<file path="src/common/regNumPkg.sv">
/*
 * Register number space
 * Architectural and physical register counts plus the
 * number types shared by the rename stage
 */
package regNumPkg;

    // Architectural register file
    localparam int logRegNum = 16;
    localparam int logRegWidth = $clog2(logRegNum);

    // Physical register file
    localparam int physRegNum = 32;
    localparam int physRegWidth = $clog2(physRegNum);

    // Free list must be able to report a completely full state
    localparam int freeCountWidth = physRegWidth + 1;

    // Logical register number
    typedef logic [logRegWidth-1:0] logRegT;

    // Physical register number
    typedef logic [physRegWidth-1:0] physRegT;

    // Free-list occupancy from 0 up to physRegNum
    typedef logic [freeCountWidth-1:0] freeCountT;

endpackage

</file>
<file path="src/common/renamePortPkg.sv">
/*
 * Rename stage port structs
 * Per-lane request, response and commit records
 */
package renamePortPkg;

    import regNumPkg::*;

    // One instruction entering rename
    typedef struct packed {
        logic   valid;
        logic   writeReg;
        logRegT logDst;
        logRegT logSrc1;
        logRegT logSrc2;
    } renameReqT;

    // Physical names handed back for one lane
    typedef struct packed {
        physRegT phyDst;
        physRegT phySrc1;
        physRegT phySrc2;
        physRegT phyPrev;
    } renameRespT;

    // One retiring instruction
    // phyPrev goes back to the free list, phyDst becomes committed
    typedef struct packed {
        logic    valid;
        logic    writeReg;
        logRegT  logDst;
        physRegT phyDst;
        physRegT phyPrev;
    } commitT;

endpackage

</file>
<file path="src/rename/freeList.sv">
/*
 * Physical register free list
 * Circular buffer with multi-pop from the head, compacted multi-push
 * at the tail and a committed head used to rewind after a squash
 */
`timescale 1ns/100ps

module freeList import regNumPkg::*; #(
    parameter int renameWidth = 2,
    parameter int commitWidth = 2
) (
    input  logic                               clk,
    input  logic                               rstN,
    input  logic [$clog2(renameWidth+1)-1:0]   popCount,
    output physRegT [renameWidth-1:0]          popped,
    input  logic [commitWidth-1:0]             pushValid,
    input  physRegT [commitWidth-1:0]          pushData,
    input  logic [$clog2(commitWidth+1)-1:0]   commitAdvance,
    input  logic                               rewind,
    output freeCountT                          count
);

    // Only registers beyond the architectural set ever sit here
    localparam int depth = physRegNum - logRegNum;
    localparam int idxW = $clog2(depth);
    localparam int ptrW = idxW + 1;
    localparam int pushW = $clog2(commitWidth + 1);

    physRegT entries [depth];

    // Pointers carry one wrap bit above the index
    logic [ptrW-1:0] head;
    logic [ptrW-1:0] tail;
    logic [ptrW-1:0] commitHead;
    logic [ptrW-1:0] tailNext;
    logic [ptrW-1:0] commitHeadNext;
    logic [ptrW-1:0] rewindCount;

    logic [idxW-1:0]  pushSlot [commitWidth];
    logic [pushW-1:0] pushNum;

    // Look ahead of the head so the popped values are ready this cycle
    always_comb begin
        for (int i = 0; i < renameWidth; i++) begin
            popped[i] = entries[head[idxW-1:0] + idxW'(i)];
        end
    end

    // Valid push lanes fill consecutive slots from the tail
    always_comb begin
        pushNum = '0;
        for (int i = 0; i < commitWidth; i++) begin
            pushSlot[i] = tail[idxW-1:0] + idxW'(pushNum);
            if (pushValid[i]) begin
                pushNum = pushNum + 1'b1;
            end
        end
    end

    assign tailNext = tail + ptrW'(pushNum);
    assign commitHeadNext = commitHead + ptrW'(commitAdvance);
    assign rewindCount = tailNext - commitHeadNext;

    always_ff @(posedge clk) begin
        if (!rstN) begin
            head <= '0;
            tail <= ptrW'(depth);
            commitHead <= '0;
            count <= freeCountT'(depth);
            for (int i = 0; i < depth; i++) begin
                entries[i] <= physRegT'(logRegNum + i);
            end
        end else begin
            for (int i = 0; i < commitWidth; i++) begin
                if (pushValid[i]) begin
                    entries[pushSlot[i]] <= pushData[i];
                end
            end
            tail <= tailNext;
            commitHead <= commitHeadNext;
            if (rewind) begin
                // Everything taken past the committed head comes back
                head <= commitHeadNext;
                count <= freeCountT'(rewindCount);
            end else begin
                head <= head + ptrW'(popCount);
                count <= count + freeCountT'(pushNum) - freeCountT'(popCount);
            end
        end
    end

endmodule

</file>
<file path="src/rename/renameLogic.sv">
/*
 * Rename controller
 * Allocates destinations, bypasses names within a group, releases
 * registers at commit and sequences the map rebuild after recovery
 */
`timescale 1ns/100ps

module renameLogic import regNumPkg::*, renamePortPkg::*; #(
    parameter int renameWidth = 2,
    parameter int commitWidth = 2
) (
    input  logic                               clk,
    input  logic                               rstN,
    input  renameReqT [renameWidth-1:0]        renameReq,
    input  commitT    [commitWidth-1:0]        commit,
    input  logic                               recover,
    input  physRegT   [renameWidth-1:0]        popped,
    input  freeCountT                          freeCount,
    input  physRegT   [2*renameWidth-1:0]      srcPhys,
    input  physRegT   [renameWidth-1:0]        prevPhys,
    input  physRegT   [renameWidth-1:0]        rrmtData,
    output logic [$clog2(renameWidth+1)-1:0]   popCount,
    output logic      [commitWidth-1:0]        pushValid,
    output physRegT   [commitWidth-1:0]        pushData,
    output logic [$clog2(commitWidth+1)-1:0]   commitAdvance,
    output logic                               rewind,
    output logic      [renameWidth-1:0]        rmtWriteEn,
    output logRegT    [renameWidth-1:0]        rmtWriteIdx,
    output physRegT   [renameWidth-1:0]        rmtWriteData,
    output logRegT    [2*renameWidth-1:0]      srcIdx,
    output logRegT    [renameWidth-1:0]        dstIdx,
    output logRegT                             rrmtIdx,
    output renameRespT [renameWidth-1:0]       renameResp,
    output logic                               allocatable,
    output logic                               recovering
);

    localparam int recoverSteps = logRegNum / renameWidth;
    localparam int stepW = $clog2(recoverSteps + 1);
    localparam int popW = $clog2(renameWidth + 1);

    logic [stepW-1:0]       recoverCnt;
    logRegT                 recoverIdx;
    logic [renameWidth-1:0] writer;
    logic [popW-1:0]        popNum;

    // Recovery sequencer copying one block of entries per cycle
    always_ff @(posedge clk) begin
        if (!rstN) begin
            recoverCnt <= '0;
            recoverIdx <= '0;
        end else if (recover) begin
            recoverCnt <= stepW'(recoverSteps);
            recoverIdx <= '0;
        end else if (recoverCnt != '0) begin
            recoverCnt <= recoverCnt - 1'b1;
            recoverIdx <= recoverIdx + logRegT'(renameWidth);
        end
    end

    assign recovering = (recoverCnt != '0);
    assign rewind = recover;
    assign rrmtIdx = recoverIdx;
    assign allocatable = !recovering && (freeCount >= freeCountT'(renameWidth));
    assign popCount = allocatable ? popNum : '0;

    // Allocation and intra-group bypass
    always_comb begin
        popNum = '0;
        for (int i = 0; i < renameWidth; i++) begin
            writer[i] = renameReq[i].valid && renameReq[i].writeReg;
            srcIdx[2*i] = renameReq[i].logSrc1;
            srcIdx[2*i+1] = renameReq[i].logSrc2;
            dstIdx[i] = renameReq[i].logDst;

            renameResp[i].phyDst = writer[i] ? popped[popNum] : '0;
            renameResp[i].phySrc1 = srcPhys[2*i];
            renameResp[i].phySrc2 = srcPhys[2*i+1];
            renameResp[i].phyPrev = prevPhys[i];

            // Youngest older writer of the same register wins
            for (int j = 0; j < i; j++) begin
                if (writer[j] && renameReq[j].logDst == renameReq[i].logSrc1) begin
                    renameResp[i].phySrc1 = renameResp[j].phyDst;
                end
                if (writer[j] && renameReq[j].logDst == renameReq[i].logSrc2) begin
                    renameResp[i].phySrc2 = renameResp[j].phyDst;
                end
                if (writer[j] && renameReq[j].logDst == renameReq[i].logDst) begin
                    renameResp[i].phyPrev = renameResp[j].phyDst;
                end
            end

            if (writer[i]) begin
                popNum = popNum + 1'b1;
            end
        end
    end

    // Map writes come from rename, or from the retirement map while recovering
    always_comb begin
        for (int i = 0; i < renameWidth; i++) begin
            if (recovering) begin
                rmtWriteEn[i] = 1'b1;
                rmtWriteIdx[i] = recoverIdx + logRegT'(i);
                rmtWriteData[i] = rrmtData[i];
            end else begin
                rmtWriteEn[i] = writer[i] && allocatable;
                rmtWriteIdx[i] = renameReq[i].logDst;
                rmtWriteData[i] = renameResp[i].phyDst;
            end
        end
    end

    // Each retiring writer frees its old register
    always_comb begin
        commitAdvance = '0;
        for (int i = 0; i < commitWidth; i++) begin
            pushValid[i] = commit[i].valid && commit[i].writeReg;
            pushData[i] = commit[i].phyPrev;
            if (pushValid[i]) begin
                commitAdvance = commitAdvance + 1'b1;
            end
        end
    end

endmodule

</file>
<file path="src/rename/renameMapTable.sv">
/*
 * Speculative rename map table
 * Logical to physical map read for sources and previous mappings,
 * written by rename or by the recovery copy
 */
`timescale 1ns/100ps

module renameMapTable import regNumPkg::*; #(
    parameter int renameWidth = 2
) (
    input  logic                        clk,
    input  logic                        rstN,

    // Two source reads per lane
    input  logRegT  [2*renameWidth-1:0] srcIdx,
    output physRegT [2*renameWidth-1:0] srcPhys,

    // Current mapping of each destination
    input  logRegT  [renameWidth-1:0]   dstIdx,
    output physRegT [renameWidth-1:0]   prevPhys,

    // Write ports
    input  logic    [renameWidth-1:0]   writeEn,
    input  logRegT  [renameWidth-1:0]   writeIdx,
    input  physRegT [renameWidth-1:0]   writeData
);

    physRegT mapTable [logRegNum];

    always_comb begin
        for (int i = 0; i < 2 * renameWidth; i++) begin
            srcPhys[i] = mapTable[srcIdx[i]];
        end
    end

    always_comb begin
        for (int i = 0; i < renameWidth; i++) begin
            prevPhys[i] = mapTable[dstIdx[i]];
        end
    end

    // Later lanes are younger, so their write lands last
    always_ff @(posedge clk) begin
        if (!rstN) begin
            for (int i = 0; i < logRegNum; i++) begin
                mapTable[i] <= physRegT'(i);
            end
        end else begin
            for (int i = 0; i < renameWidth; i++) begin
                if (writeEn[i]) begin
                    mapTable[writeIdx[i]] <= writeData[i];
                end
            end
        end
    end

endmodule

</file>
<file path="src/rename/retireMapTable.sv">
/*
 * Retirement map table
 * Committed logical to physical map, updated at commit and
 * read in consecutive blocks to rebuild the speculative map
 */
`timescale 1ns/100ps

module retireMapTable import regNumPkg::*, renamePortPkg::*; #(
    parameter int renameWidth = 2,
    parameter int commitWidth = 2
) (
    input  logic                      clk,
    input  logic                      rstN,
    input  commitT  [commitWidth-1:0] commit,
    input  logRegT                    readIdx,
    output physRegT [renameWidth-1:0] readData
);

    physRegT mapTable [logRegNum];

    // Block read for the recovery copy
    always_comb begin
        for (int i = 0; i < renameWidth; i++) begin
            readData[i] = mapTable[readIdx + logRegT'(i)];
        end
    end

    always_ff @(posedge clk) begin
        if (!rstN) begin
            for (int i = 0; i < logRegNum; i++) begin
                mapTable[i] <= physRegT'(i);
            end
        end else begin
            for (int i = 0; i < commitWidth; i++) begin
                if (commit[i].valid && commit[i].writeReg) begin
                    mapTable[commit[i].logDst] <= commit[i].phyDst;
                end
            end
        end
    end

endmodule

</file>
<file path="src/rtl/renameUnit.sv">
/*
 * Register rename unit
 * Top level joining the rename controller, both map tables
 * and the physical register free list
 */
`timescale 1ns/100ps

module renameUnit import regNumPkg::*, renamePortPkg::*; #(
    parameter int renameWidth = 2,
    parameter int commitWidth = 2
) (
    input  logic                         clk,
    input  logic                         rstN,
    input  renameReqT  [renameWidth-1:0] renameReq,
    input  commitT     [commitWidth-1:0] commit,
    input  logic                         recover,
    output renameRespT [renameWidth-1:0] renameResp,
    output logic                         allocatable,
    output logic                         recovering
);

    localparam int popW = $clog2(renameWidth + 1);
    localparam int pushW = $clog2(commitWidth + 1);

    // Free list
    logic [popW-1:0]              popCount;
    physRegT [renameWidth-1:0]    popped;
    logic [commitWidth-1:0]       pushValid;
    physRegT [commitWidth-1:0]    pushData;
    logic [pushW-1:0]             commitAdvance;
    logic                         rewind;
    freeCountT                    freeCount;

    // Map tables
    logRegT  [2*renameWidth-1:0]  srcIdx;
    physRegT [2*renameWidth-1:0]  srcPhys;
    logRegT  [renameWidth-1:0]    dstIdx;
    physRegT [renameWidth-1:0]    prevPhys;
    logic    [renameWidth-1:0]    rmtWriteEn;
    logRegT  [renameWidth-1:0]    rmtWriteIdx;
    physRegT [renameWidth-1:0]    rmtWriteData;
    logRegT                       rrmtIdx;
    physRegT [renameWidth-1:0]    rrmtData;

    renameLogic #(
        .renameWidth(renameWidth),
        .commitWidth(commitWidth)
    ) ctrl (
        .clk(clk), .rstN(rstN),
        .renameReq(renameReq), .commit(commit), .recover(recover),
        .popped(popped), .freeCount(freeCount),
        .srcPhys(srcPhys), .prevPhys(prevPhys), .rrmtData(rrmtData),
        .popCount(popCount), .pushValid(pushValid), .pushData(pushData),
        .commitAdvance(commitAdvance), .rewind(rewind),
        .rmtWriteEn(rmtWriteEn), .rmtWriteIdx(rmtWriteIdx), .rmtWriteData(rmtWriteData),
        .srcIdx(srcIdx), .dstIdx(dstIdx), .rrmtIdx(rrmtIdx),
        .renameResp(renameResp), .allocatable(allocatable), .recovering(recovering)
    );

    freeList #(
        .renameWidth(renameWidth),
        .commitWidth(commitWidth)
    ) freeRegs (
        .clk(clk), .rstN(rstN),
        .popCount(popCount), .popped(popped),
        .pushValid(pushValid), .pushData(pushData),
        .commitAdvance(commitAdvance), .rewind(rewind), .count(freeCount)
    );

    renameMapTable #(
        .renameWidth(renameWidth)
    ) rmt (
        .clk(clk), .rstN(rstN),
        .srcIdx(srcIdx), .srcPhys(srcPhys),
        .dstIdx(dstIdx), .prevPhys(prevPhys),
        .writeEn(rmtWriteEn), .writeIdx(rmtWriteIdx), .writeData(rmtWriteData)
    );

    retireMapTable #(
        .renameWidth(renameWidth),
        .commitWidth(commitWidth)
    ) rrmt (
        .clk(clk), .rstN(rstN),
        .commit(commit), .readIdx(rrmtIdx), .readData(rrmtData)
    );

endmodule

</file>
<file path="config.mk">
export PLATFORM = sky130hd
export DESIGN_NAME = renameUnit
export DESIGN_NICKNAME = d
export VERILOG_FILES = /design/src/common/regNumPkg.sv /design/src/common/renamePortPkg.sv /design/src/rename/freeList.sv /design/src/rename/renameLogic.sv /design/src/rename/renameMapTable.sv /design/src/rename/retireMapTable.sv /design/src/rtl/renameUnit.sv
export SDC_FILE = /design/constraint.sdc
export NUM_CORES = 1
export LEC_CHECK = 0
export ABC_AREA = 1
export BUFFER_PORTS_ARGS = -buffer_cell sky130_fd_sc_hd__buf_2
export CORE_ASPECT_RATIO = 0.5
export CORE_MARGIN = 3
export CORE_UTILIZATION = 47
export CTS_CLUSTER_DIAMETER = 30
export DETAILED_ROUTE_END_ITERATION = 6
export GPL_ROUTABILITY_DRIVEN = 1
export GPL_TIMING_DRIVEN = 0
export PLACE_DENSITY = 0.73
export REMOVE_ABC_BUFFERS = 1
export SYNTH_ARGS = -nofsm -noshare
export SYNTH_HDL_FRONTEND = slang
export SYNTH_SLANG_ARGS = --single-unit
export TNS_END_PERCENT = 30
</file>
<file path="constraint.sdc">
create_clock -name clk -period 4 [get_ports clk]
set_input_delay 0.6 -clock clk [delete_from_list [all_inputs] [get_ports clk]]
set_output_delay 0.6 -clock clk [all_outputs]
set_load 0.05 [all_outputs]
</file>
==> key figures <==
Worst setup path
  – CP Launch Type: input port
  – Arr. time, crit path: about 3.4 ns
  – Reg2Reg Depth: 18
  – Crit-path max cell delay: approximately 0.60 ns
  – Largest delay share family, worst path: buffers and inverters
  – Slowest CP cell: a211oi_4
  – WP depth: 8
  – Kind of end point of the critical path: output pin
  – Crit path required time: ~3.4 ns
  – Crit path cell chain: buf_2 > inv_1 > nand2_1 > o21ai_0 > a211oi_4 > o21ai_0 > inv_1 > buf_2
  – CP Class: in -> out
  – Worst-path maximum fanout: 35
  – WP buf/inv: 4

Power and ir drop
  – Lkg Pwr: 0.009089 µW
  – PwrDens: between 400 and 500 nW/µm²
  – VDD IR max: ~0.00031 V

Drt
  – Total number of vias: ~22000
  – Drt drc: 0
  – Initial DRC Count: about 3500
  – Routed length per instance: slightly above 20 µm
  – WL final: 72970 µm
  – First-pass DRT Iterations: 6
  – Final ANT Viol Nets: 0
  – Via/cell ratio: between 6 and 7

Die
  – Core Region: roughly 43000 µm²
  – Die X: 303.5 µm
  – # rows: between 50 and 60
  – I/O pin count: 105
  – Die span in y: 154.7 µm
  – Starting Density: 0.4854
  – Full die area: 46950 µm²

Outcome
  – Outcome: finished with violations
  – Failing checks: negative setup slack

STA
  – # setup viols final: 2
  – Final min period: a little over 4 ns
  – Fin worst setup slack: -0.03850 ns
  – Final period utilization: 1.010
  – Peak Freq: between 0.2 and 0.25 GHz
  – Max-slew headroom: 0.05286
  – Total Neg Setup Slack: -0.04537 ns
  – Worst clock skew: around 0.016 ns
  – Final hold vios: 0
  – Worst-margin pin slew: about 1.4 ns
  – RSZ-0062 raised after global routing: yes
  – Fin. max-slew vios: 0

Layout
  – # nets final: ~3000
  – Area grow syn2layout: 9.863%
  – N_diodes: 0
  – Layout cells sized above 1: 0.08964
  – Finished Layout Cells: between 3000 and 4000

Global route
  – Met1 Use GR: 0.4049
  – Initial antenna violation count: 0
  – GRT overflow: 0
  – GRT Max-Usage Layer: met2
  – Number of global-route vias before repair: between 15000 and 20000
  – Grt met2 use: 0.4589
  – Pin count of the biggest net entering global routing: 84
  – All-Layer GR Usage: 0.2974
  – GR Util met3: 0.05793
  – First-pass GRT wire length: roughly 110000 µm

Logic synthesis
  – Post-synth EDFFs: 240
  – Syn avg cell area: about 7 µm²
  – Seq cells post-synth: 270
  – Sequential area share after synthesis: 0.3755
  – Asr flop ratio synth: 0
  – Netlist cell types: 50
  – Mapped Cells: ~2900
  – Yosys warning count: 0
  – Mapped cell area: between 20000 and 25000 µm²
  – Synth Flop Type: edfxtp_1

Clock network
  – Sink Count: 270
  – H-tree Lvls: 2
  – Worst-path clk slew: about 0.05 ns
  – CTS tree: built
  – Clock latency at the later pin of the worst-skew pair: ~0.55 ns
  – Clk root buf: clkbuf_16
  – Deepest clock path buffer count: 3
  – CTS Buf Count: 47

Hold path
  – Hold Crit Class: in -> reg
  – Hold path cells: 3

Placed design
  – Dpl hpwl: 49730 µm
  – RePlAce Congestion: about 1
  – Dpl cells: between 3000 and 4000
  – IO Port Bufs: between 100 and 150

Flow run
  – Max-cap violations: 0
-- layer usage --
layer  vias to the layer above  routed length [µm]  part of all wire
met2                      1500               31620              0.43
li1                      10070                   -                 -
met4                         0                3368             0.046
met5                         -                   0                 0
met1                      9726               27870              0.38
met3                       253               10110              0.14
-- layout by cell type (no fill, tap or decap), types with 7 or more instances in the layout --
cell type,n
clkbuf_16,49
bufinv_16,9
nand2_1,615
dfxtp_1,28
xnor2_1,10
nor3_1,26
a22oi_1,9
buf_2,102
nor2_2,19
nor2_1,147
inv_1,315
clkinv_4,7
o21ai_0,421
clkinv_1,11
nand4_1,8
o211ai_1,103
o22ai_1,36
inv_2,14
a21oi_1,211
edfxtp_1,240
mux2i_1,10
nand3_1,400
nand2_2,12
nor3_2,7
o221ai_1,16
ha_1,24
-- path summary, 6_finish.rpt --
path	start	to	slack, ns
setup / recovery	renameReq[9]	renameResp[31]	-0.04
hold / removal	recover	freeRegs.count[3]	0.36
setup reg to reg	ctrl.recoverCnt[0]	freeRegs.count[4]	0.29
hold reg to reg	ctrl.recoverCnt[0]	ctrl.recoverCnt[0]	0.46
-- repair_timing --
item                       CTS  global route
cloned                       0             1
hold buffers                 0             0
setup endpoints to repair   29            18
buffers inserted             1             0
resized for setup            7             3
-- cells by family (layout without fill, tap and decap cells) --
family / count (synthesis) / in the layout / share of synthesized area
AO/OA/AOI/OAI: 824 / 824 / 0.2213
buffers and inverters: 540 / 525 / 0.1046
adder cells (fa/ha/maj): 31 / 31 / 0.02082
multiplexers: 10 / 10 / 0.004814
XOR/XNOR: 17 / 17 / 0.007522
flip-flops: 270 / 270 / 0.3755
AND/OR/NAND/NOR: 1257 / 1257 / 0.2654
-- cells in the mapped netlist (all sizes together) (6+ instances only) --
| cell type | instances | area share |
|---|---|---|
| mux2i | 10 | 0.0048 |
| nor3 | 33 | 0.0096 |
| nand2 | 631 | 0.12 |
| o221ai | 16 | 0.0067 |
| nand3 | 401 | 0.097 |
| fa | 6 | 0.0058 |
| clkbuf | 140 | 0.025 |
| a22oi | 9 | 0.0032 |
| o22ai | 36 | 0.011 |
| o31ai | 6 | 0.0022 |
| buf | 64 | 0.019 |
| xnor2 | 11 | 0.0046 |
| ha | 25 | 0.015 |
| inv | 332 | 0.060 |
| nand4 | 8 | 0.0024 |
| nand3b | 6 | 0.0022 |
| o211ai | 103 | 0.037 |
| o21ai | 429 | 0.10 |
| dfxtp | 30 | 0.029 |
| a21oi | 217 | 0.054 |
| xor2 | 6 | 0.0029 |
| nor2 | 169 | 0.034 |
| edfxtp | 240 | 0.35 |
-- sequential cells by signal, summed over array words and instances (netlist names), named ones only --
register,count
rmt.mapTable,80
ctrl.recoverCnt,4
rrmt.mapTable,80
freeRegs.tail,5
freeRegs.entries,80
freeRegs.count,6
freeRegs.commitHead,5
ctrl.rrmtIdx,3
freeRegs.head,4
-- area by class of cell --
type | instances | area [µm²]
sequential | 270 | 7812
clock inverter | 31 | 410.4
fill | 4056 | 20000
clock buffer | 52 | 1237
timing repair buffer | 105 | 545.5
timing repair inverter | 1 | 5.005
inverter | 336 | 1274
tap | 577 | 721.9
multi-input combinational | 2139 | 10840
-- worst min-delay path: cells and delay by family --
kind                   cells  cell delay (ns)
AOI/OAI and AO/OA          1             0.05
buffers and inverters      1             0.13
and+or+nand+nor            1             0.07
-- power by group --
part	total (µW)	internal [µW]	leakage [µW]	switching (µW)
registers	3480	3270	0.00241	207
logic	2630	680	0.00588	1950
clock network	4200	2800	0.000799	1400
total	10300	6750	0.00909	3560
-- through the flow --
stage	cell area [µm²]	power, µW	setup WS (ns)	hold slack [ns]	util
final	22840	10310	-0.03850	0.3632	0.5332
after global routing	22840	10660	-0.07204	0.3768	0.5332
after CTS	22830	10220	0.1199	0.3497	0.5329
after detailed placement	21130	6019	-0.4718	0.4528	0.4932
after global placement	21120	5974	-1.772	0.4400	0.4931
after floorplan	19880	5086	-0.7658	0.4222	-
Power figures use the tool's default switching activity.
